[src/hdl/cpuPkg.sv]
`default_nettype none

package cpuPkg;

        typedef logic [4:0]  regAddr;
        typedef logic [31:0] dataWord;

        // ~~~~~~~~~~~~~~~~~~~~~~~~~~~~~~~~~~~~~~~~~~~~~~~~~~~~~~~~~~~~~~~~~~~~~~~~~
        // Instruction word, read as either format.
        typedef union packed {
                struct packed {
                        logic [5:0] opcode;
                        regAddr     rs;
                        regAddr     rt;
                        regAddr     rd;
                        logic [4:0] shamt;
                        logic [5:0] funct;
                } rType;
                struct packed {
                        logic [5:0]  opcode;
                        regAddr      rs;
                        regAddr      rt;
                        logic [15:0] imm16;
                } iType;
        } instrWord;

        localparam logic [5:0] OP_RTYPE = 6'h00;
        localparam logic [5:0] OP_ADDIU = 6'h09;
        localparam logic [5:0] OP_ANDI  = 6'h0c;
        localparam logic [5:0] OP_ORI   = 6'h0d;
        localparam logic [5:0] OP_LUI   = 6'h0f;
        localparam logic [5:0] OP_LW    = 6'h23;
        localparam logic [5:0] OP_SW    = 6'h2b;

        localparam logic [5:0] FN_SLL  = 6'h00;
        localparam logic [5:0] FN_ADDU = 6'h21;
        localparam logic [5:0] FN_SUBU = 6'h23;
        localparam logic [5:0] FN_AND  = 6'h24;
        localparam logic [5:0] FN_OR   = 6'h25;
        localparam logic [5:0] FN_SLT  = 6'h2a;

        // ~~~~~~~~~~~~~~~~~~~~~~~~~~~~~~~~~~~~~~~~~~~~~~~~~~~~~~~~~~~~~~~~~~~~~~~~~
        typedef enum logic [3:0] {
                ALU_ADD, ALU_SUB, ALU_AND, ALU_OR, ALU_SLT, ALU_SLL, ALU_LUI
        } aluOpE;

        typedef enum logic [1:0] {SRC_ALU = 2'd0, SRC_MEMORY = 2'd1} regSrcE;

        // Zero is none, so a cleared control word writes nothing.
        typedef enum logic [1:0] {DST_NONE = 2'd0, DST_RD = 2'd1, DST_RT = 2'd2} regDstE;

        typedef struct packed {
                logic   regWe;
                logic   memWe;
                logic   extOp;    // Sign extension of imm16.
                aluOpE  aluOp;
                logic   aluSrc1;  // Shamt in place of rs.
                logic   aluSrc2;  // Immediate in place of rt.
                regSrcE regSrc;
                regDstE regDst;
        } ctrlFields;

        typedef struct packed {
                regAddr      rs;
                regAddr      rt;
                regAddr      rd;
                logic [15:0] imm16;
                logic [4:0]  shamt;
                ctrlFields   ctrl;
                dataWord     readData1;
                dataWord     readData2;
        } decodedInstr;

        typedef struct packed {
                ctrlFields ctrl;
                regAddr    dest;
                dataWord   aluResult;
                dataWord   storeData;
        } exResult;

        typedef struct packed {
                regAddr  regNum;
                dataWord data;
        } retireRec;

endpackage

`default_nettype wire

[src/hdl/idExReg.sv]
`timescale 1ns/1ps
`default_nettype none

module idExReg (
        input  logic                clk,
        input  logic                rstN,
        input  logic                flushE,
        input  cpuPkg::decodedInstr decodedD,
        output cpuPkg::decodedInstr decodedE,
        output logic                validE
);

        // A cleared word has every control inactive.
        always_ff @(posedge clk or negedge rstN)
        begin
                if (!rstN)
                begin
                        decodedE <= '0;
                        validE   <= 1'b0;
                end
                else if (flushE)
                begin
                        decodedE <= '0;
                        validE   <= 1'b0;
                end
                else
                begin
                        decodedE <= decodedD;
                        validE   <= 1'b1;
                end
        end

endmodule

`default_nettype wire

[config.mk]
export PLATFORM = sky130hd
export DESIGN_NAME = idExReg
export DESIGN_NICKNAME = d
export VERILOG_FILES = /design/src/hdl/cpuPkg.sv /design/src/hdl/idExReg.sv
export SDC_FILE = /design/constraint.sdc
export NUM_CORES = 1
export LEC_CHECK = 0
export ABC_AREA = 1
export ABC_CLOCK_PERIOD_IN_PS = 800
export BUFFER_PORTS_ARGS = -buffer_cell sky130_fd_sc_hd__buf_2
export CAP_MARGIN = 15
export CORE_MARGIN = 3
export CORE_UTILIZATION = 43
export CTS_CLUSTER_DIAMETER = 100
export CTS_CLUSTER_SIZE = 28
export DETAILED_ROUTE_END_ITERATION = 8
export GPL_ROUTABILITY_DRIVEN = 1
export GPL_TIMING_DRIVEN = 0
export PLACE_DENSITY = 0.8
export SLEW_MARGIN = 20
export SYNTH_ARGS = -nofsm -noshare
export SYNTH_HDL_FRONTEND = slang
export SYNTH_SLANG_ARGS = --single-unit
export TNS_END_PERCENT = 50
[constraint.sdc]
create_clock -name clk -period 0.8 [get_ports clk]
set_input_delay 0.08 -clock clk [delete_from_list [all_inputs] [get_ports clk]]
set_output_delay 0.08 -clock clk [all_outputs]
set_load 0.02 [all_outputs]
==> flow_metrics.py <==
metrics = {
    "yosys": {
        "yosys.area_share.adder_pct": 0,
        "syn_inst": 354,
        "syn-cell-area_mm2": 0.003814,
        "ys_seq_elements": 114,
        "synthMuxAreaShare_pct": 0,
        "yosys.area_share.xor_xnor_pct": 0,
        "yosysSeqAreaShare_pct": 74.80,
        "synthSimpleGateAreaFrac_pct": 11.12,
        "synth_compound_area_share_pct": 0,
        "ys.warnings.count": 0,
        "synth_top_family_by_area": "buffers and inverters",
        "synth_cell_type_count": 5,
        "syn_avg_cell_area_um2": 10.77,
        "synthesis.nets": 470,
    },
    "placed_design": {
        "placedInstanceArea_mm2": 0.005120,
        "dp.cells": 688,
        "place_congestion": 0.7876,
        "port-buffer-count": 228,
        "hpwl_mm": 6.900,
    },
    "critical_path": {
        "cp_max_fo": 1,
        "crit_family": "flip-flops",
        "cp.buffers_inverters": 1,
        "critical_path_class": "reg2out",
        "crit_arrival_ns": 1.05,
        "cp_data_required_time_ns": 0.72,
        "worstSetupStartpointType": "register",
        "worstPathCellList": "buf_6",
        "slowest_stage": "dfrtp_1",
        "critical_path.endpoint_type": "primary output",
        "slowest_delay_ns": 0.41,
    },
    "global_route": {
        "grt_pass1_wl_mm": 21.42,
        "overflow": 0,
        "grt_usage_pct": 28.61,
        "grt_pass1_vias": 4137,
        "antenna_found_initial": 0,
        "grt_max_degree": 63,
    },
    "finish": {
        "antenna_cells": 0,
        "syn_to_final_growth_pct": 98.49,
        "final_nets": 832,
        "drive_gt1_share_pct": 37.45,
        "final_cells": 834,
        "fin_area_mm2": 0.007570,
        "fillers": 301,
    },
    "min_path": {
        "hp-class": "in2async",
    },
    "sta": {
        "slew_violations": 0,
        "fin_crit_ns": 1.132,
        "fmaxAchievable_ghz": 0.8833,
        "setup_viol": 114,
        "setup_ws_ns": -0.3322,
        "tightest_slew_ns": 0.3042,
        "maxSlewHeadroom_pct": 79.72,
        "rsz0062_at_grt": "yes",
        "fin_crit_sh_pct": 141.5,
        "hold_viol": 0,
        "tns_ns": -32.90,
    },
    "clocking": {
        "cts-buffers-inserted": 17,
        "cts-root-buf": "clkbuf_8",
        "h-tree-depth": 4,
        "cts.sinks": 114,
        "cts.path.max_buffers": 2,
        "cts_setup_buffers": 0,
        "cts_tree": "built",
        "path_clk_slew_ns": 0.06,
    },
    "run_status": {
        "status": "finished with violations",
        "violations": "negative setup slack",
    },
    "pwr": {
        "finalPower_mw": 16.62,
        "switchingPower_mw": 4.059,
        "power_density_mw_per_mm2": 2196,
        "p_int_mw": 12.56,
        "swShare_pct": 24.42,
        "power.ir.vdd_worst_uv": 1934,
        "seq_power_share_pct": 37.5,
        "clock_power_share_pct": 47.9,
        "leakagePower_nw": 4.292,
        "p_comb_share_pct": 14.6,
    },
    "routing": {
        "firstDrtPassIters": 6,
        "viasPerCell": 4.576,
        "wl_per_cell_um": 18.70,
        "routed_wirelength_mm": 15.60,
        "drt_drc_violations_left": 0,
        "drtAntennaViolNets": 0,
        "vias": 3816,
        "drt_iter0_drc": 104,
    },
    "floorplan": {
        "rows": 33,
        "start_util_pct": 45.28,
        "dieHeight_um": 100.2,
        "ios": 230,
        "coreArea_mm2": 0.008423,
        "fp.dieW_um": 100.2,
        "design.die.area_mm2": 0.01004,
    },
    "run": {
        "maxCapViolCount": 0,
    },
}
-- logic make-up after synthesis --
family / count (synthesis)
DFF: 114
buffers and inverters: 127
and+or+nand+nor: 113
-- metal layers --
metal	GRT usage, %	vias to the layer above	routed length, um
met5	0	-	0
met4	13.99	0	717
met3	8.826	60	1275
met2	51.53	235	8216
met1	30.09	1842	5390
li1	-	1679	-
-- per-stage QoR --
| step | utilization [%] | hold WS [ns] | worst slack (ns) |
|---|---|---|---|
| global placement | 60.38 | 0.2828 | -1.575 |
| CTS | 85.98 | 0.01760 | -0.3457 |
| floorplan | - | -0.2156 | 0.1777 |
| finish | 89.87 | 0.05495 | -0.3322 |
| detailed placement | 60.78 | 0.06389 | 0.01861 |
| global route | 89.87 | 0.05109 | -0.3657 |
-- power by group through the flow --
stage	Combinational (mW)	Clock, mW	Sequential [mW]
floorplan	0.325	0	6.63
global placement	1.47	0	6.22
detailed placement	1.52	0	6.23
CTS	2.13	7.98	6.17
global route	2.57	8.27	6.25
finish	2.43	7.95	6.24
-- flip-flops by register name (all words and copies together), names as in the netlist --
signal    flops
validE        1
decodedE    113
-- layout by cell type, fill, tap and decap left out --
master	netlist	layout
buf_12	0	1
buf_2	6	125
buf_6	7	115
clkbuf_8	0	3
inv_1	114	114
clkbuf_1	0	1
bufinv_16	0	4
buf_16	0	1
clkbuf_16	0	16
clkinv_2	0	2
dlygate4sd3_1	0	114
dfrtp_1	114	114
nor2_1	113	113
clkinv_4	0	1
clkinvlp_4	0	3
inv_6	0	2
-- synthesized netlist by cell type (all sizes together) --
cell,number,share of area (%)
nor2,113,11
buf,13,2.9
dfrtp,114,75
inv,114,11
-- what timing repair did --
action | in CTS | in global routing
gates resized for setup | 114 | 106
endpoints found under the setup margin | 114 | 176
cloned | 0 | 0
hold buffers | 114 | 0
hold endpoints to repair | 227 | 0
-- worst max-delay path by stage --
stage	startpoint	depth (start not counted)	to	slack (ns)
4_1_cts	decodedE[86]	1	decodedE[86]	-0.35
2_1_floorplan	flushE	4	decodedE[100]	0.18
6_report	decodedE[86]	1	decodedE[86]	-0.33
3_3_place_gp	rstN	1	decodedE[96]	-1.58
3_5_place_dp	flushE	4	decodedE[75]	0.02
5_1_grt	decodedE[86]	1	decodedE[86]	-0.37
-- cell type report --
| cell class | count | area [um^2] | area share, % |
|---|---|---|---|
| repair buffers | 343 | 3000 | 39.64 |
| inverters | 114 | 427.9 | 5.653 |
| multi-input cells | 113 | 424.2 | 5.603 |
| well taps | 105 | 131.4 | 1.736 |
| clock inverters | 12 | 178.9 | 2.364 |
| clock buffers | 20 | 445.4 | 5.884 |
| flip-flops and latches | 114 | 2853 | 37.69 |
| plain buffers | 13 | 108.9 | 1.438 |
No activity file was read; power rests on OpenSTA's default activity.
