==> config.mk <==
export PLATFORM = sky130hd
export DESIGN_NAME = decodeStage
export DESIGN_NICKNAME = d
export VERILOG_FILES = /design/src/hdl/cpuPkg.sv /design/src/hdl/decodeStage.sv
export SDC_FILE = /design/constraint.sdc
export NUM_CORES = 1
export LEC_CHECK = 0
export ABC_AREA = 1
export ABC_CLOCK_PERIOD_IN_PS = 1600
export BUFFER_PORTS_ARGS = -buffer_cell sky130_fd_sc_hd__buf_4
export CORE_AREA = 2 2 86 88
export DETAILED_ROUTE_END_ITERATION = 7
export DIE_AREA = 0 0 88 90
export GPL_TIMING_DRIVEN = 1
export SYNTH_ARGS = -nofsm -noshare
export SYNTH_HDL_FRONTEND = slang
export SYNTH_SLANG_ARGS = --single-unit
==> constraint.sdc <==
create_clock -name vclk -period 1.6
set_input_delay 0.08 -clock vclk [all_inputs]
set_output_delay 0.08 -clock vclk [all_outputs]
set_load 0.01 [all_outputs]
==> src/hdl/cpuPkg.sv <==
`default_nettype none

package cpuPkg;

        typedef logic [4:0]  regAddr;
        typedef logic [31:0] dataWord;

        // ~~~~~~~~~~~~~~~~~~~~~~~~~~~~~~~~~~~~~~~~~~~~~~~~~~~~~~~~~~~~~~~~~~~~~~~~~
        // Instruction word, read as either format.
        typedef union packed {
                struct packed {
                        logic [5:0] opcode;
                        regAddr     rs;
                        regAddr     rt;
                        regAddr     rd;
                        logic [4:0] shamt;
                        logic [5:0] funct;
                } rType;
                struct packed {
                        logic [5:0]  opcode;
                        regAddr      rs;
                        regAddr      rt;
                        logic [15:0] imm16;
                } iType;
        } instrWord;

        localparam logic [5:0] OP_RTYPE = 6'h00;
        localparam logic [5:0] OP_ADDIU = 6'h09;
        localparam logic [5:0] OP_ANDI  = 6'h0c;
        localparam logic [5:0] OP_ORI   = 6'h0d;
        localparam logic [5:0] OP_LUI   = 6'h0f;
        localparam logic [5:0] OP_LW    = 6'h23;
        localparam logic [5:0] OP_SW    = 6'h2b;

        localparam logic [5:0] FN_SLL  = 6'h00;
        localparam logic [5:0] FN_ADDU = 6'h21;
        localparam logic [5:0] FN_SUBU = 6'h23;
        localparam logic [5:0] FN_AND  = 6'h24;
        localparam logic [5:0] FN_OR   = 6'h25;
        localparam logic [5:0] FN_SLT  = 6'h2a;

        // ~~~~~~~~~~~~~~~~~~~~~~~~~~~~~~~~~~~~~~~~~~~~~~~~~~~~~~~~~~~~~~~~~~~~~~~~~
        typedef enum logic [3:0] {
                ALU_ADD, ALU_SUB, ALU_AND, ALU_OR, ALU_SLT, ALU_SLL, ALU_LUI
        } aluOpE;

        typedef enum logic [1:0] {SRC_ALU = 2'd0, SRC_MEMORY = 2'd1} regSrcE;

        // Zero is none, so a cleared control word writes nothing.
        typedef enum logic [1:0] {DST_NONE = 2'd0, DST_RD = 2'd1, DST_RT = 2'd2} regDstE;

        typedef struct packed {
                logic   regWe;
                logic   memWe;
                logic   extOp;    // Sign extension of imm16.
                aluOpE  aluOp;
                logic   aluSrc1;  // Shamt in place of rs.
                logic   aluSrc2;  // Immediate in place of rt.
                regSrcE regSrc;
                regDstE regDst;
        } ctrlFields;

        typedef struct packed {
                regAddr      rs;
                regAddr      rt;
                regAddr      rd;
                logic [15:0] imm16;
                logic [4:0]  shamt;
                ctrlFields   ctrl;
                dataWord     readData1;
                dataWord     readData2;
        } decodedInstr;

        typedef struct packed {
                ctrlFields ctrl;
                regAddr    dest;
                dataWord   aluResult;
                dataWord   storeData;
        } exResult;

        typedef struct packed {
                regAddr  regNum;
                dataWord data;
        } retireRec;

endpackage

`default_nettype wire

==> src/hdl/decodeStage.sv <==
`timescale 1ns/1ps
`default_nettype none

module decodeStage (
        input  logic                headValid,
        input  cpuPkg::instrWord    head,
        output logic                pop,
        output cpuPkg::regAddr      rsAddr,
        output cpuPkg::regAddr      rtAddr,
        input  cpuPkg::dataWord     readData1,
        input  cpuPkg::dataWord     readData2,
        output cpuPkg::decodedInstr decoded,
        output logic                flushE
);
        import cpuPkg::*;

        ctrlFields ctrl;

        assign pop    = headValid;
        assign flushE = ~headValid;   // Empty buffer sends a bubble.

        assign rsAddr = head.rType.rs;
        assign rtAddr = head.rType.rt;

        // ~~~~~~~~~~~~~~~~~~~~~~~~~~~~~~~~~~~~~~~~~~~~~~~~~~~~~~~~~~~~~~~~~~~~~~~~~
        // Control decode.
        always_comb
        begin
                ctrl = '0;
                case (head.iType.opcode)
                        OP_RTYPE:
                        begin
                                ctrl.regWe  = 1'b1;
                                ctrl.regDst = DST_RD;
                                case (head.rType.funct)
                                        FN_ADDU: ctrl.aluOp = ALU_ADD;
                                        FN_SUBU: ctrl.aluOp = ALU_SUB;
                                        FN_AND:  ctrl.aluOp = ALU_AND;
                                        FN_OR:   ctrl.aluOp = ALU_OR;
                                        FN_SLT:  ctrl.aluOp = ALU_SLT;
                                        FN_SLL:
                                        begin
                                                ctrl.aluOp   = ALU_SLL;
                                                ctrl.aluSrc1 = 1'b1;
                                        end
                                        default: ctrl = '0;   // Unknown funct.
                                endcase
                        end
                        OP_ADDIU, OP_ANDI, OP_ORI, OP_LUI, OP_LW:
                        begin
                                ctrl.regWe   = 1'b1;
                                ctrl.aluSrc2 = 1'b1;
                                ctrl.regDst  = DST_RT;
                                case (head.iType.opcode)
                                        OP_ANDI: ctrl.aluOp = ALU_AND;
                                        OP_ORI:  ctrl.aluOp = ALU_OR;
                                        OP_LUI:  ctrl.aluOp = ALU_LUI;
                                        default:
                                        begin
                                                ctrl.aluOp = ALU_ADD;
                                                ctrl.extOp = 1'b1;
                                        end
                                endcase
                                if (head.iType.opcode == OP_LW)
                                        ctrl.regSrc = SRC_MEMORY;
                        end
                        OP_SW:
                        begin
                                ctrl.memWe   = 1'b1;
                                ctrl.extOp   = 1'b1;
                                ctrl.aluOp   = ALU_ADD;
                                ctrl.aluSrc2 = 1'b1;
                        end
                        default: ctrl = '0;
                endcase
        end

        always_comb
        begin
                decoded.rs        = head.rType.rs;
                decoded.rt        = head.rType.rt;
                decoded.rd        = head.rType.rd;
                decoded.shamt     = head.rType.shamt;
                decoded.imm16     = head.iType.imm16;
                decoded.ctrl      = ctrl;
                decoded.readData1 = readData1;
                decoded.readData2 = readData2;
        end

endmodule

`default_nettype wire

==> impl_results.md <==
- Status: complete, no violations
- TritonRoute pass-1 iters: 4
- Synthesized area: 0.00119 sq mm
- Sequential Area: 0 sq um
- Hold-fix buffers, CTS: 0
- Minimum clock period: 974 ps
- Min-delay worst type: input pin to output pin
- Layer with the highest usage: met2
- RSZ-0062 raised after global routing: false
- XOR/XNOR Fraction of Synth Area: 0
- Met2 usage: 0.0739
- Mapped Avg Cell Area: 6.59 sq um
- First-pass GRT wire length: 3060 um
- Worst Hold Depth: 0
- Clock power share: 0
- # rows: 31
- Average vias per placed instance: 3.20
- M1 GR Usage: 0.0336
- Switching part of the total: 0.536
- Final Hold Fails: 0
- DRC Markers: 0
- Setup TNS: 0 ps
- Share of the synthesized area in the top cell type: 0.711
- Largest cells by area after synthesis: buf_4 (71%), inv_1 (4.4%), nand3_1 (3.4%), nand2_1 (3.1%), nor2_2 (3.1%)
- Combinational share of power: 1.000
- CLK BUF: 0
- Gpl congestion: 0.741
- Post-synth top area cell: buf_4
- Nets: 200
- Pwr dens: 167 mW/mm^2
- Multi-input gate area: 273 sq um
- Fillers: 822
- Worst Setup End Kind: output pin
- Final setup viols: 0
- HPWL after DPL: 1850 um
- Worst EP required: 1520 ps
- Met3 global-route usage: 0.0358
- Die area: 0.00792 sq mm
- Slew Limit Fails: 0
- Pint: 55.1 uW
- Post-synthesis simple-gate area fraction: 0.200
- Fmax: 1030 MHz
- Core Area: 0.00702 sq mm
- Sequential element share of the synthesized area: 0
- Final period util: 0.608
- Most common cell after layout, fill and taps aside: buf_4
- Ys Warns: 0
- Worst path arrival time: 890 ps
- Starting DRC count in detailed routing: 20
- Maxcap violations: 0
- Synth Area in Adders: 0
- Initial Utilization: 0.170
- WHS: 160 ps
- GRT Total Usage: 0.0473
- Buffer count from post-CTS setup fixing: 0
- Die extent in x: 88 um
- Largest family of logic cells by synthesized area: buffers and inverters
- Seq pwr share: 0
- Setup CP Type: input pin to output pin
- # resized after CTS: 0
- Placed Instances: 200
- Via count: 640
- CP Launch Type: input pin
- Antenna diodes: 0
- GRT overflow: 0
- Synth Area in Compound Gates: 0.0220
- Crit Path Max Fanout: 5
- Post-Layout Cell Count: 200
- Cells after synthesis: 181
- Mux share of post-synthesis cell area: 0
- Psw: 63.7 uW
- WL per Instance: 10.5 um
- Largest net degree at the start of global routing: 7
- Io pins: 222
- Yosys cell types: 17
- Seq_cells: 0
- Number of antenna violations at the first check in global routing: 0
- Detail Route Antenna Nets: 0
- Vias in the first global route: 657
- Die Ht: 90 um
- Most frequent cells in the layout: buf_4 (32), inv_1 (14), nand2_1 (10), nor2_1 (9), nand3_1 (8)
- Layout cell share with drive strength beyond 1: 0.545
- Area Overhead vs Synth: -40.3%
- VDD IR max: 35.2 uV
- LEAKAGE: 0.406 nW
- I/O Buffers: 32
- Total wire length: 2110 um
worst max-delay path, cell delays in order:
cell     delay (ps)
buf_4           130
nor2_2          160
inv_1            60
nor2_1          110
nor2_1           70
nand2_2          70
nand2_2          50
nand2_1          50
buf_4           110
through the flow:
step	utilization	power, mW	area (sq um)	setup slack (ps)
after floorplan	-	0.332	1200	912
after global placement	0.102	0.118	713	628
after detailed placement	0.102	0.121	713	610
after CTS	0.102	0.121	713	611
after global routing	0.102	0.132	713	542
final	0.102	0.119	713	626
final timing paths:
| path | from | to | slack [ps] |
|---|---|---|---|
| max | head[3] | decoded[76] | 630 |
| min | readData1[12] | decoded[44] | 160 |
kinds of logic (layout without fill, tap and decap cells):
logic type,count (synthesis),in the layout
AO/OA/AOI/OAI,3,3
buffers and inverters,133,52
other,1,2
AND/OR/NAND/NOR,44,44
per-layer routing:
metal | share of wire | vias to the layer above
li1 | - | 269
met5 | 0 | -
met3 | 0.20 | 38
met1 | 0.25 | 267
met2 | 0.45 | 66
met4 | 0.096 | 0
power groups by stage:
stage / sequential, mW / clock (mW) / combinational [mW]
6_report: 0 / 0 / 0.119
5_1_grt: 0 / 0 / 0.132
4_1_cts: 0 / 0 / 0.121
3_5_place_dp: 0 / 0 / 0.121
3_3_place_gp: 0 / 0 / 0.118
2_1_floorplan: 0 / 0 / 0.332
cells in the mapped netlist (2+ instances only):
master and number:
buf_4 113, nand2_1 10, nand2_2 4, nor2_1 9, nor2_2 6, nand3_1 8, inv_1 14, inv_2 5
nand4_1 2, nand3_2 3
layout make-up:
type	instances	area share
repair buffers	32	0.337
well taps	99	0.174
multi-input cells	49	0.382
inverters	20	0.107
No activity file was read; power rests on OpenSTA's default activity.
