File: config.mk
export PLATFORM = sky130hd
export DESIGN_NAME = regFile
export DESIGN_NICKNAME = d
export VERILOG_FILES = /design/src/hdl/cpuPkg.sv /design/src/hdl/regFile.sv
export SDC_FILE = /design/constraint.sdc
export NUM_CORES = 2
export LEC_CHECK = 0
export BUFFER_PORTS_ARGS = -buffer_cell sky130_fd_sc_hd__buf_4
export CORE_ASPECT_RATIO = 1.25
export CORE_MARGIN = 2
export CORE_UTILIZATION = 57
export DETAILED_ROUTE_END_ITERATION = 7
export HOLD_SLACK_MARGIN = 0.05
export PLACE_DENSITY = 0.81
export SYNTH_ARGS = -nofsm -noshare
export SYNTH_HDL_FRONTEND = slang
export SYNTH_SLANG_ARGS = --single-unit
File: constraint.sdc
create_clock -name clk -period 1.7 [get_ports clk]
set_clock_uncertainty 0.2 [all_clocks]
set_input_delay 0 -clock clk [delete_from_list [all_inputs] [get_ports clk]]
set_output_delay 0 -clock clk [all_outputs]
set_load 0.02 [all_outputs]
File: src/hdl/cpuPkg.sv
`default_nettype none

package cpuPkg;

        typedef logic [4:0]  regAddr;
        typedef logic [31:0] dataWord;

        // ~~~~~~~~~~~~~~~~~~~~~~~~~~~~~~~~~~~~~~~~~~~~~~~~~~~~~~~~~~~~~~~~~~~~~~~~~
        // Instruction word, read as either format.
        typedef union packed {
                struct packed {
                        logic [5:0] opcode;
                        regAddr     rs;
                        regAddr     rt;
                        regAddr     rd;
                        logic [4:0] shamt;
                        logic [5:0] funct;
                } rType;
                struct packed {
                        logic [5:0]  opcode;
                        regAddr      rs;
                        regAddr      rt;
                        logic [15:0] imm16;
                } iType;
        } instrWord;

        localparam logic [5:0] OP_RTYPE = 6'h00;
        localparam logic [5:0] OP_ADDIU = 6'h09;
        localparam logic [5:0] OP_ANDI  = 6'h0c;
        localparam logic [5:0] OP_ORI   = 6'h0d;
        localparam logic [5:0] OP_LUI   = 6'h0f;
        localparam logic [5:0] OP_LW    = 6'h23;
        localparam logic [5:0] OP_SW    = 6'h2b;

        localparam logic [5:0] FN_SLL  = 6'h00;
        localparam logic [5:0] FN_ADDU = 6'h21;
        localparam logic [5:0] FN_SUBU = 6'h23;
        localparam logic [5:0] FN_AND  = 6'h24;
        localparam logic [5:0] FN_OR   = 6'h25;
        localparam logic [5:0] FN_SLT  = 6'h2a;

        // ~~~~~~~~~~~~~~~~~~~~~~~~~~~~~~~~~~~~~~~~~~~~~~~~~~~~~~~~~~~~~~~~~~~~~~~~~
        typedef enum logic [3:0] {
                ALU_ADD, ALU_SUB, ALU_AND, ALU_OR, ALU_SLT, ALU_SLL, ALU_LUI
        } aluOpE;

        typedef enum logic [1:0] {SRC_ALU = 2'd0, SRC_MEMORY = 2'd1} regSrcE;

        // Zero is none, so a cleared control word writes nothing.
        typedef enum logic [1:0] {DST_NONE = 2'd0, DST_RD = 2'd1, DST_RT = 2'd2} regDstE;

        typedef struct packed {
                logic   regWe;
                logic   memWe;
                logic   extOp;    // Sign extension of imm16.
                aluOpE  aluOp;
                logic   aluSrc1;  // Shamt in place of rs.
                logic   aluSrc2;  // Immediate in place of rt.
                regSrcE regSrc;
                regDstE regDst;
        } ctrlFields;

        typedef struct packed {
                regAddr      rs;
                regAddr      rt;
                regAddr      rd;
                logic [15:0] imm16;
                logic [4:0]  shamt;
                ctrlFields   ctrl;
                dataWord     readData1;
                dataWord     readData2;
        } decodedInstr;

        typedef struct packed {
                ctrlFields ctrl;
                regAddr    dest;
                dataWord   aluResult;
                dataWord   storeData;
        } exResult;

        typedef struct packed {
                regAddr  regNum;
                dataWord data;
        } retireRec;

endpackage

`default_nettype wire

File: src/hdl/regFile.sv
`timescale 1ns/1ps
`default_nettype none

module regFile (
        input  logic            clk,
        input  logic            rstN,
        input  cpuPkg::regAddr  rsAddr,
        input  cpuPkg::regAddr  rtAddr,
        output cpuPkg::dataWord readData1,
        output cpuPkg::dataWord readData2,
        input  logic            we,
        input  cpuPkg::regAddr  wAddr,
        input  cpuPkg::dataWord wData
);
        import cpuPkg::*;

        dataWord regs [1:31];   // Register zero is not stored.

        always_ff @(posedge clk or negedge rstN)
        begin
                if (!rstN)
                        regs <= '{default: '0};
                else if (we && wAddr != '0)
                        regs[wAddr] <= wData;
        end

        // Reads pass a same-cycle write straight through.
        assign readData1 = (rsAddr == '0) ? '0 : (we && rsAddr == wAddr) ? wData : regs[rsAddr];
        assign readData2 = (rtAddr == '0) ? '0 : (we && rtAddr == wAddr) ? wData : regs[rtAddr];

endmodule

`default_nettype wire

==> metrics.md <==
| Metric | Value |
|---|---|
| Synth area leaders | dfrtp_1 (46%), mux2_2 (23%), mux4_2 (18%) |
| Final period util | 173.1% |
| Largest register FFs | 992 |
| Clock period minus worst slack | 2.943 ns |
| RSZ-0062 raised after global routing | yes |
| P&R area growth vs syn | 28.66% |
| Post-synth EDFFs | 0 |
| First-pass GRT wire length | 285.2 mm |
| Worst VDD drop | 894.2 uV |
| Pwr dens | 1100 nW/um^2 |
| Maximum buffer depth of the clock tree | 3 |
| Largest net degree at the start of global routing | 115 |
| DR WL/cell | 34.36 um |
| Hold slack final | 0.07328 ns |
| Req. time, crit path | 1.50 ns |
| Leakage | 30.62 nW |
| TritonCTS Buffers | 97 |
| Top_reg_cell synth | dfrtp_1 |
| Antenna violations before repair | 6 |
| Post-synth top area cell | dfrtp_1 |
| Yosys cell types | 60 |
| Power Internal | 0.05426 W |
| Finished layout cell area | 69030 um^2 |
| ANT nets after route | 0 |
| Crit. End Element | output port |
| Vias/cell | 7.284 |
| # H-tree levels | 3 |
| Worst-path clk slew | 0.06 ns |
| Drt first pass iters | 8 |
| Overflow after GRT | 0 |
| Worst Path Arrival | 2.74 ns |
| CTS tree | yes |
| #FFs+latches synth | 992 |
| Die area | 96620 um^2 |
| Final hold violations | 0 |
| Final HPWL DP | 122.6 mm |
| Area after DPL | 64040 um^2 |
| Failing checks | design-rule violations, negative setup slack |
| Root Driver | clkbuf_16 |
| Final setup violation count | 67 |
| Clk Latency, worst-skew pair | 0.68 ns |
| Port bufs | 113 |
| Most common cell in the synthesized netlist | mux2_2 |
| Post-synthesis async set-or-reset flop share | 100.0% |
| Core Util, Final | 74.18% |
| Status | complete, but fails checks |
| Setup TNS | -64.85 ns |
| Top Ports | 114 |
| NumNets Final | 4410 |
| HP Class | primary input to flop |
| Most flop-heavy register | regs |
| Final Max Tran Viols | 0 |
| Clock group share of total power | 30.8% |
| DRT iter0 DRCs | 5135 |
| Yosys warning count | 0 |
| Mapped Cells | 3632 |
| Slew HR | 41.32% |
| Syn_nets | 3682 |
| Routed via count | 41110 |
| Switching share of power | 28.56% |
| Sequential share of power | 41.9% |
| Routability cong. | 0.9439 |
| Comb power frac | 27.3% |
| Final WS setup | -1.243 ns |
| Critical setup path kind | flop to output port |
| Sink Count | 992 |
| Crit Path Max Fanout | 2 |
| Share of layout cells above drive strength 1 | 65.21% |
| Syn Std Cell Area | 53650 um^2 |
| Vias in the first global route | 43610 |
| Die Ht | 347.0 um |
| WL final | 193.9 mm |
| Top cells by count, synth | mux2_2 (1084), dfrtp_1 (992), mux4_2 (426), clkbuf_1 (217), nor2_1 (101) |
| Starting Density | 57.66% |
| Max Cap Viol | 0 |
| FP Rows | 125 |
| GRT Total Usage | 40.10% |
| Highest Clock Rate | 339.8 MHz |
| Psw | 0.02169 W |
| Share of the synthesized area in the top cell type | 46.27% |
| CP startpoint kind | flop |
| Core ar. | 93060 um^2 |
| Die width | 278.4 um |
| Top flop regs | regs x992 |
| Seq/Total Area, Yosys | 46.27% |
| # DRC | 2 |
| Worst-Margin Slew | 0.8770 ns |
| Syn Area/Cell | 14.77 um^2 |
==> routing by layer <==
layer	share of wire, %	global-route usage [%]	wire (um)
met3	12	11.62	22530
met5	0.033	0	64
met2	45	60.79	88110
met1	34	49.43	66160
met4	8.8	28.96	17040
==> final cells by class <==
type | count | area, um^2
Antenna cell | 3 | 7.507
Clock buffer | 143 | 2907
Clock inverter | 31 | 478.0
Fill cell | 5008 | 24020
Inverter | 2 | 7.507
Multi-Input combinational cell | 2239 | 28720
Sequential cell | 992 | 24820
Tap cell | 1206 | 1509
Timing Repair Buffer | 1028 | 10580
==> critical path, stage by stage, from the launching register on <==
cell and delay [ns]:
dfrtp_1 0.40, mux4_2 0.47, a22o_1 0.24, a221o_1 0.32, a211oi_4 0.27, buf_4 0.18, nor3_4 0.04, buf_6 0.13
==> layout by cell type (no fill, tap or decap), types with 7 or more instances in the layout <==
cell type | Yosys | final
a221o_1 | 44 | 43
nor2_4 | 0 | 17
mux4_2 | 426 | 430
nand2_1 | 67 | 51
dfrtp_1 | 992 | 992
clkinv_2 | 0 | 14
o22ai_1 | 30 | 20
nor3_4 | 0 | 30
a2111oi_2 | 0 | 8
nor2b_1 | 20 | 14
o21bai_1 | 9 | 7
nor2_1 | 101 | 83
o22ai_2 | 0 | 10
bufinv_16 | 0 | 12
a221oi_1 | 67 | 45
a211oi_2 | 0 | 44
o41ai_4 | 0 | 9
a221oi_2 | 3 | 15
dlygate4sd3_1 | 0 | 44
clkbuf_1 | 217 | 21
nand2_2 | 0 | 16
a21o_1 | 9 | 9
clkbuf_16 | 0 | 102
a211oi_4 | 0 | 14
mux2_4 | 0 | 23
a22oi_2 | 0 | 9
buf_6 | 19 | 70
buf_12 | 2 | 196
a221oi_4 | 0 | 10
buf_4 | 31 | 713
mux2i_1 | 68 | 66
a22o_1 | 38 | 34
nor3_1 | 70 | 36
mux2_2 | 1084 | 1063
clkbuf_8 | 0 | 20
==> timing repair <==
action	in CTS	in global routing
endpoints found under the hold margin	1984	7
setup buffers	37	15
setup endpoints to repair	64	67
resized for setup	135	45
pin swaps	81	42
hold buffers	39	6
==> worst paths after layout <==
kind	startpoint	endpoint	slack, ns	cells after the start
setup reg to reg	regs[637]$_DFFE_PN0P_	regs[637]$_DFFE_PN0P_	0	3
max in group asynchronous	rstN	regs[731]$_DFFE_PN0P_	0.16	6
min in group asynchronous	rstN	regs[906]$_DFFE_PN0P_	0.25	4
hold reg to reg	regs[185]$_DFFE_PN0P_	regs[185]$_DFFE_PN0P_	0.33	1
setup / recovery	regs[524]$_DFFE_PN0P_	readData2[12]	-1.24	7
hold / removal	wAddr[4]	regs[748]$_DFFE_PN0P_	0.07	6
==> power by group through the flow <==
| stage | Sequential [W] | Combinational (W) | Clock, W |
|---|---|---|---|
| floorplan | 0.0307 | 0.0120 | 0 |
| global placement | 0.0313 | 0.0183 | 0 |
| detailed placement | 0.0317 | 0.0190 | 0 |
| CTS | 0.0314 | 0.0201 | 0.0233 |
| global route | 0.0321 | 0.0217 | 0.0243 |
| finish | 0.0318 | 0.0207 | 0.0234 |
==> cell families after synthesis <==
group	Yosys count	share of synthesized area, %
compound gates	338	5.172
mux	1585	42.16
simple gates	306	2.668
flops	992	46.27
xor+xnor	10	0.1632
buf+inv	401	3.570
==> metrics by stage <==
stage,power (W),std cells,setup WS (ns)
2_1_floorplan,0.04269,3632,-0.1264
3_3_place_gp,0.04962,5386,-0.7908
3_5_place_dp,0.05069,5386,-0.7676
4_1_cts,0.07485,5623,-1.271
5_1_grt,0.07812,5642,-1.273
6_report,0.07595,5644,-1.243
Power figures use the tool's default switching activity.
