--- src/hdl/cpuPkg.sv ---
`default_nettype none

package cpuPkg;

        typedef logic [4:0]  regAddr;
        typedef logic [31:0] dataWord;

        // ~~~~~~~~~~~~~~~~~~~~~~~~~~~~~~~~~~~~~~~~~~~~~~~~~~~~~~~~~~~~~~~~~~~~~~~~~
        // Instruction word, read as either format.
        typedef union packed {
                struct packed {
                        logic [5:0] opcode;
                        regAddr     rs;
                        regAddr     rt;
                        regAddr     rd;
                        logic [4:0] shamt;
                        logic [5:0] funct;
                } rType;
                struct packed {
                        logic [5:0]  opcode;
                        regAddr      rs;
                        regAddr      rt;
                        logic [15:0] imm16;
                } iType;
        } instrWord;

        localparam logic [5:0] OP_RTYPE = 6'h00;
        localparam logic [5:0] OP_ADDIU = 6'h09;
        localparam logic [5:0] OP_ANDI  = 6'h0c;
        localparam logic [5:0] OP_ORI   = 6'h0d;
        localparam logic [5:0] OP_LUI   = 6'h0f;
        localparam logic [5:0] OP_LW    = 6'h23;
        localparam logic [5:0] OP_SW    = 6'h2b;

        localparam logic [5:0] FN_SLL  = 6'h00;
        localparam logic [5:0] FN_ADDU = 6'h21;
        localparam logic [5:0] FN_SUBU = 6'h23;
        localparam logic [5:0] FN_AND  = 6'h24;
        localparam logic [5:0] FN_OR   = 6'h25;
        localparam logic [5:0] FN_SLT  = 6'h2a;

        // ~~~~~~~~~~~~~~~~~~~~~~~~~~~~~~~~~~~~~~~~~~~~~~~~~~~~~~~~~~~~~~~~~~~~~~~~~
        typedef enum logic [3:0] {
                ALU_ADD, ALU_SUB, ALU_AND, ALU_OR, ALU_SLT, ALU_SLL, ALU_LUI
        } aluOpE;

        typedef enum logic [1:0] {SRC_ALU = 2'd0, SRC_MEMORY = 2'd1} regSrcE;

        // Zero is none, so a cleared control word writes nothing.
        typedef enum logic [1:0] {DST_NONE = 2'd0, DST_RD = 2'd1, DST_RT = 2'd2} regDstE;

        typedef struct packed {
                logic   regWe;
                logic   memWe;
                logic   extOp;    // Sign extension of imm16.
                aluOpE  aluOp;
                logic   aluSrc1;  // Shamt in place of rs.
                logic   aluSrc2;  // Immediate in place of rt.
                regSrcE regSrc;
                regDstE regDst;
        } ctrlFields;

        typedef struct packed {
                regAddr      rs;
                regAddr      rt;
                regAddr      rd;
                logic [15:0] imm16;
                logic [4:0]  shamt;
                ctrlFields   ctrl;
                dataWord     readData1;
                dataWord     readData2;
        } decodedInstr;

        typedef struct packed {
                ctrlFields ctrl;
                regAddr    dest;
                dataWord   aluResult;
                dataWord   storeData;
        } exResult;

        typedef struct packed {
                regAddr  regNum;
                dataWord data;
        } retireRec;

endpackage

`default_nettype wire

--- src/hdl/memWbStage.sv ---
`timescale 1ns/1ps
`default_nettype none

module memWbStage #(
        parameter int DMEM_WORDS = 64
) (
        input  logic             clk,
        input  logic             rstN,
        input  cpuPkg::exResult  exIn,
        output logic             wbWe,
        output cpuPkg::regAddr   wbReg,
        output cpuPkg::dataWord  wbData,
        output logic             retireValid,
        output cpuPkg::retireRec retire
);
        import cpuPkg::*;

        localparam int AW = (DMEM_WORDS > 1) ? $clog2(DMEM_WORDS) : 1;

        exResult        exReg;
        dataWord        dmem [DMEM_WORDS];
        dataWord        wrWord;
        dataWord        rdWord;
        logic [AW-1:0]  wrIdx;
        logic [AW-1:0]  rdIdx;

        // Word address, wrapped onto the memory size.
        assign wrWord = (exIn.aluResult >> 2) % dataWord'(DMEM_WORDS);
        assign rdWord = (exReg.aluResult >> 2) % dataWord'(DMEM_WORDS);
        assign wrIdx  = wrWord[AW-1:0];
        assign rdIdx  = rdWord[AW-1:0];

        always_ff @(posedge clk or negedge rstN)
        begin
                if (!rstN)
                        exReg <= '0;
                else
                        exReg <= exIn;
        end

        always_ff @(posedge clk)
        begin
                if (exIn.ctrl.memWe)
                        dmem[wrIdx] <= exIn.storeData;   // Same edge as exReg.
        end

        assign wbWe   = exReg.ctrl.regWe;
        assign wbReg  = exReg.dest;
        assign wbData = (exReg.ctrl.regSrc == SRC_MEMORY) ? dmem[rdIdx] : exReg.aluResult;

        assign retireValid   = wbWe;
        assign retire.regNum = wbReg;
        assign retire.data   = wbData;

endmodule

`default_nettype wire

--- config.mk ---
export PLATFORM = sky130hd
export DESIGN_NAME = memWbStage
export DESIGN_NICKNAME = d
export VERILOG_FILES = /design/src/hdl/cpuPkg.sv /design/src/hdl/memWbStage.sv
export SDC_FILE = /design/constraint.sdc
export NUM_CORES = 2
export LEC_CHECK = 0
export BUFFER_PORTS_ARGS = -buffer_cell sky130_fd_sc_hd__buf_2
export CORE_AREA = 4 4 452 454
export DETAILED_ROUTE_END_ITERATION = 8
export DIE_AREA = 0 0 456 458
export SYNTH_ARGS = -nofsm -noshare
export SYNTH_HDL_FRONTEND = slang
export SYNTH_SLANG_ARGS = --single-unit
export TNS_END_PERCENT = 20
--- constraint.sdc ---
create_clock -name clk -period 3.2 [get_ports clk]
set_input_delay 0.48 -clock clk [delete_from_list [all_inputs] [get_ports clk]]
set_output_delay 0.48 -clock clk [all_outputs]
set_load 0.005 [all_outputs]
==> key figures <==
Status
  • Outcome: complete, but fails checks
  • Failing checks: negative setup slack

Timing
  • RSZ-0062 raised after global routing: yes
  • Worst slew pin tran: 1.305 ns
  • Final setup viols: 64
  • Hold Vio Cnt, Final: 0
  • Min cycle time layout: 4.000 ns
  • Crit share post-route: 125.0%
  • Max Freq: 0.2500 GHz
  • Max-slew headroom: 12.99%
  • Slew Limit Fails: 0
  • Post-route setup slack: -0.8004 ns

Power
  • Power Total: 56.94 mW
  • Worst vdd ir: 0.5409 mV
  • Sw Pwr: 12.00 mW
  • Static leakage: 30.47 nW
  • Clock group share of total power: 41.1%
  • P per Cell Area: 597.3 mW/mm2
  • Sw frac: 21.07%
  • Flop pwr share: 53.3%
  • Cell Int Power: 44.94 mW
  • Part of the power in combinational logic: 5.6%

Worst setup path
  • Worst Path Arrival: 3.52 ns
  • Required @ worst endpoint: 2.72 ns
  • Critical path type: flop to output pin
  • Critical path fanouts, max: 14
  • Crit end category: output pin
  • Crit path launch type: flop

Clock tree
  • Clock buffer depth: 3
  • TritonCTS Sinks: 2,088
  • CTS root buf: clkbuf_16
  • CTS clk-pin slew, worst paths: 0.07 ns
  • H-Tree Level Count: 4
  • CTS tree: done
  • CTS Buf Count: 202

Synth
  • Simple-Gate Fraction of Synth Area: 2.341%
  • Post-Synth XOR/XNOR Area: 0%
  • Netlist Area Pre-Place: 0.07984 mm2
  • EDFF count, synth: 2,048
  • #FFs+latches synth: 2,088
  • Synthesis Warnings: 0
  • Mux contribution to synthesized area: 16.34%
  • Main flop type after synthesis: edfxtp_1
  • Yosys cell types: 45
  • Mapped Cells: 3,533
  • Syn nets: 3,617
  • Post-synthesis compound-gate area fraction: 1.453%
  • Fraction of registers with async set/reset: 1.916%
  • Combinational family with the most area after synthesis: multiplexers
  • Post-synthesis sequential area ratio: 78.28%
  • Synth Area in Adders: 0%
  • Mean Syn Cell Area: 22.60 um2

GRT
  • Initial antenna violation count: 25
  • Total global routing overflow: 0
  • Tot GR Track Use: 20.38%
  • Largest net degree at the start of global routing: 65
  • Vias in the first global route: 39,851
  • Global-route wire length before repair: 303.8 mm

Cells and area
  • Area growth syn-to-layout: 19.39%
  • Layout cell share with drive strength beyond 1: 35.40%
  • Most common cell after layout, fill and taps aside: edfxtp_1
  • Fin area: 0.09532 mm2
  • Net count, final: 4,159
  • Most frequent cells in the layout: 2,048 x edfxtp_1, 546 x mux4_2, 219 x buf_4, 214 x nand2_1, 210 x clkbuf_16

Place
  • Input/output buffers: 150
  • Detailed placement HPWL: 121.8 mm
  • Placed Area: 0.08732 mm2
  • Final Wtd Congestion: 0.7914

Drt
  • # DRC: 0
  • Remaining antenna violation count after routing: 0
  • Drt pass-1 iters: 5
  • Post-Route WL: 215.4 mm
  • Vias: 39,456
  • Iter 0 DRT Violations: 4,623
  • Drt via density: 5.712
  • WL/cell: 31.18 um

Floorplanning
  • DIE AREA: 0.2088 mm2
  • Core ar.: 0.1997 mm2
  • Chip width: 456 um
  • Rows: 164
  • Initial Utilization: 39.99%
  • I/O Pins: 160
  • Die Ht: 458 um

Job
  • Max-cap violations: 0

Min path
  • Hold path depth: 1
  • HP Class: input pin to flop
[final timing paths]
path	startpoint	to	slack, ns
max in group asynchronous	rstN	exReg[33]	2.04
worst min-delay path	exIn[13]	dmem[3][13]	0.11
min in group asynchronous	rstN	exReg[34]	0.36
worst max-delay path	exReg[34]	wbData[2]	-0.80
[stage by stage]
stage	util [%]	std cells	setup WS (ns)	hold slack, ns	TNS [ns]
floorplan	-	3533	-0.4330	0.1844	-13.86
global placement	43.73	6441	-0.1314	0.5887	-0.7160
detailed placement	43.73	6441	-0.1197	0.5894	-0.8181
CTS	47.47	6878	-0.8783	0.04827	-51.96
global route	47.74	6906	-0.8941	0.09105	-52.19
finish	47.74	6907	-0.8004	0.1106	-45.19
[kinds of logic after synthesis]
group	after synthesis
mux	620
compound gates	160
flops	2088
simple gates	428
buf+inv	237
[power groups by stage]
| stage | combinational [mW] | clock, mW | sequential, mW |
|---|---|---|---|
| 2_1_floorplan | 1.53 | 0 | 30.9 |
| 5_1_grt | 3.39 | 25.0 | 30.3 |
| 3_5_place_dp | 2.99 | 0 | 30.9 |
| 4_1_cts | 3.13 | 23.8 | 30.3 |
| 6_report | 3.19 | 23.4 | 30.3 |
| 3_3_place_gp | 2.95 | 0 | 30.9 |
[layout make-up]
class                   count  area [um2]
repair buffers            572        6082
fillers                 16092      104300
clock inverters           118        1079
diodes                      2       5.005
clock buffers             260        5438
flip-flops and latches   2088       62520
multi-input cells        1208       16870
well taps                2656        3323
inverters                   3       11.26
[per-layer routing]
metal	wire, um	track usage [%]	share of wire [%]
met1	85850	27.78	40
met2	108400	33.97	50
met3	15130	3.455	7.0
met4	5877	5.844	2.7
met5	107	0	0.050
[critical path: stages (launching register included)]
cell     delay, ns
dfrtp_4       0.49
buf_12        0.18
buf_12        0.13
buf_12        0.17
mux4_2        0.53
mux4_2        0.61
nand2_2       0.15
nand4_1       0.10
buf_4         0.18
buf_2         0.12
[cell usage after synthesis (2+ instances only)]
| cell type | count | area share, % |
|---|---|---|
| edfxtp_1 | 2048 | 77 |
| nor3_1 | 3 | 0.019 |
| a31oi_1 | 5 | 0.039 |
| nor2_1 | 74 | 0.35 |
| nand3_1 | 42 | 0.26 |
| nand2b_1 | 3 | 0.024 |
| a311o_1 | 22 | 0.28 |
| a221oi_1 | 6 | 0.066 |
| a32oi_1 | 2 | 0.022 |
| buf_2 | 62 | 0.39 |
| mux2i_1 | 67 | 0.84 |
| a211oi_1 | 23 | 0.22 |
| nor2b_1 | 12 | 0.094 |
| a22oi_1 | 14 | 0.13 |
| mux4_2 | 546 | 15 |
| a21oi_1 | 28 | 0.18 |
| o22ai_1 | 25 | 0.20 |
| buf_1 | 22 | 0.10 |
| nand2_1 | 234 | 1.1 |
| buf_6 | 6 | 0.085 |
| clkbuf_1 | 77 | 0.36 |
| mux2_2 | 7 | 0.099 |
| nand4_1 | 26 | 0.20 |
| dfrtp_1 | 40 | 1.3 |
| buf_4 | 67 | 0.63 |
| o211ai_1 | 29 | 0.27 |
| and2_1 | 24 | 0.19 |
| nand3b_1 | 2 | 0.019 |
[what timing repair did]
item / in CTS / in global routing
pin swaps: 19 / 19
resized for setup: 65 / 65
setup endpoints to repair: 64 / 64
buffers inserted: 14 / 24
gates cloned: 4 / 4
hold buffers: 41 / 0
hold endpoints to repair: 57 / 0
[state kept, by name (all words and copies together), names as in the netlist]
register     cells
wbReg            5
exReg           34
dmem          2048
retireValid      1
Note: power is estimated with default switching activity, not from simulation.
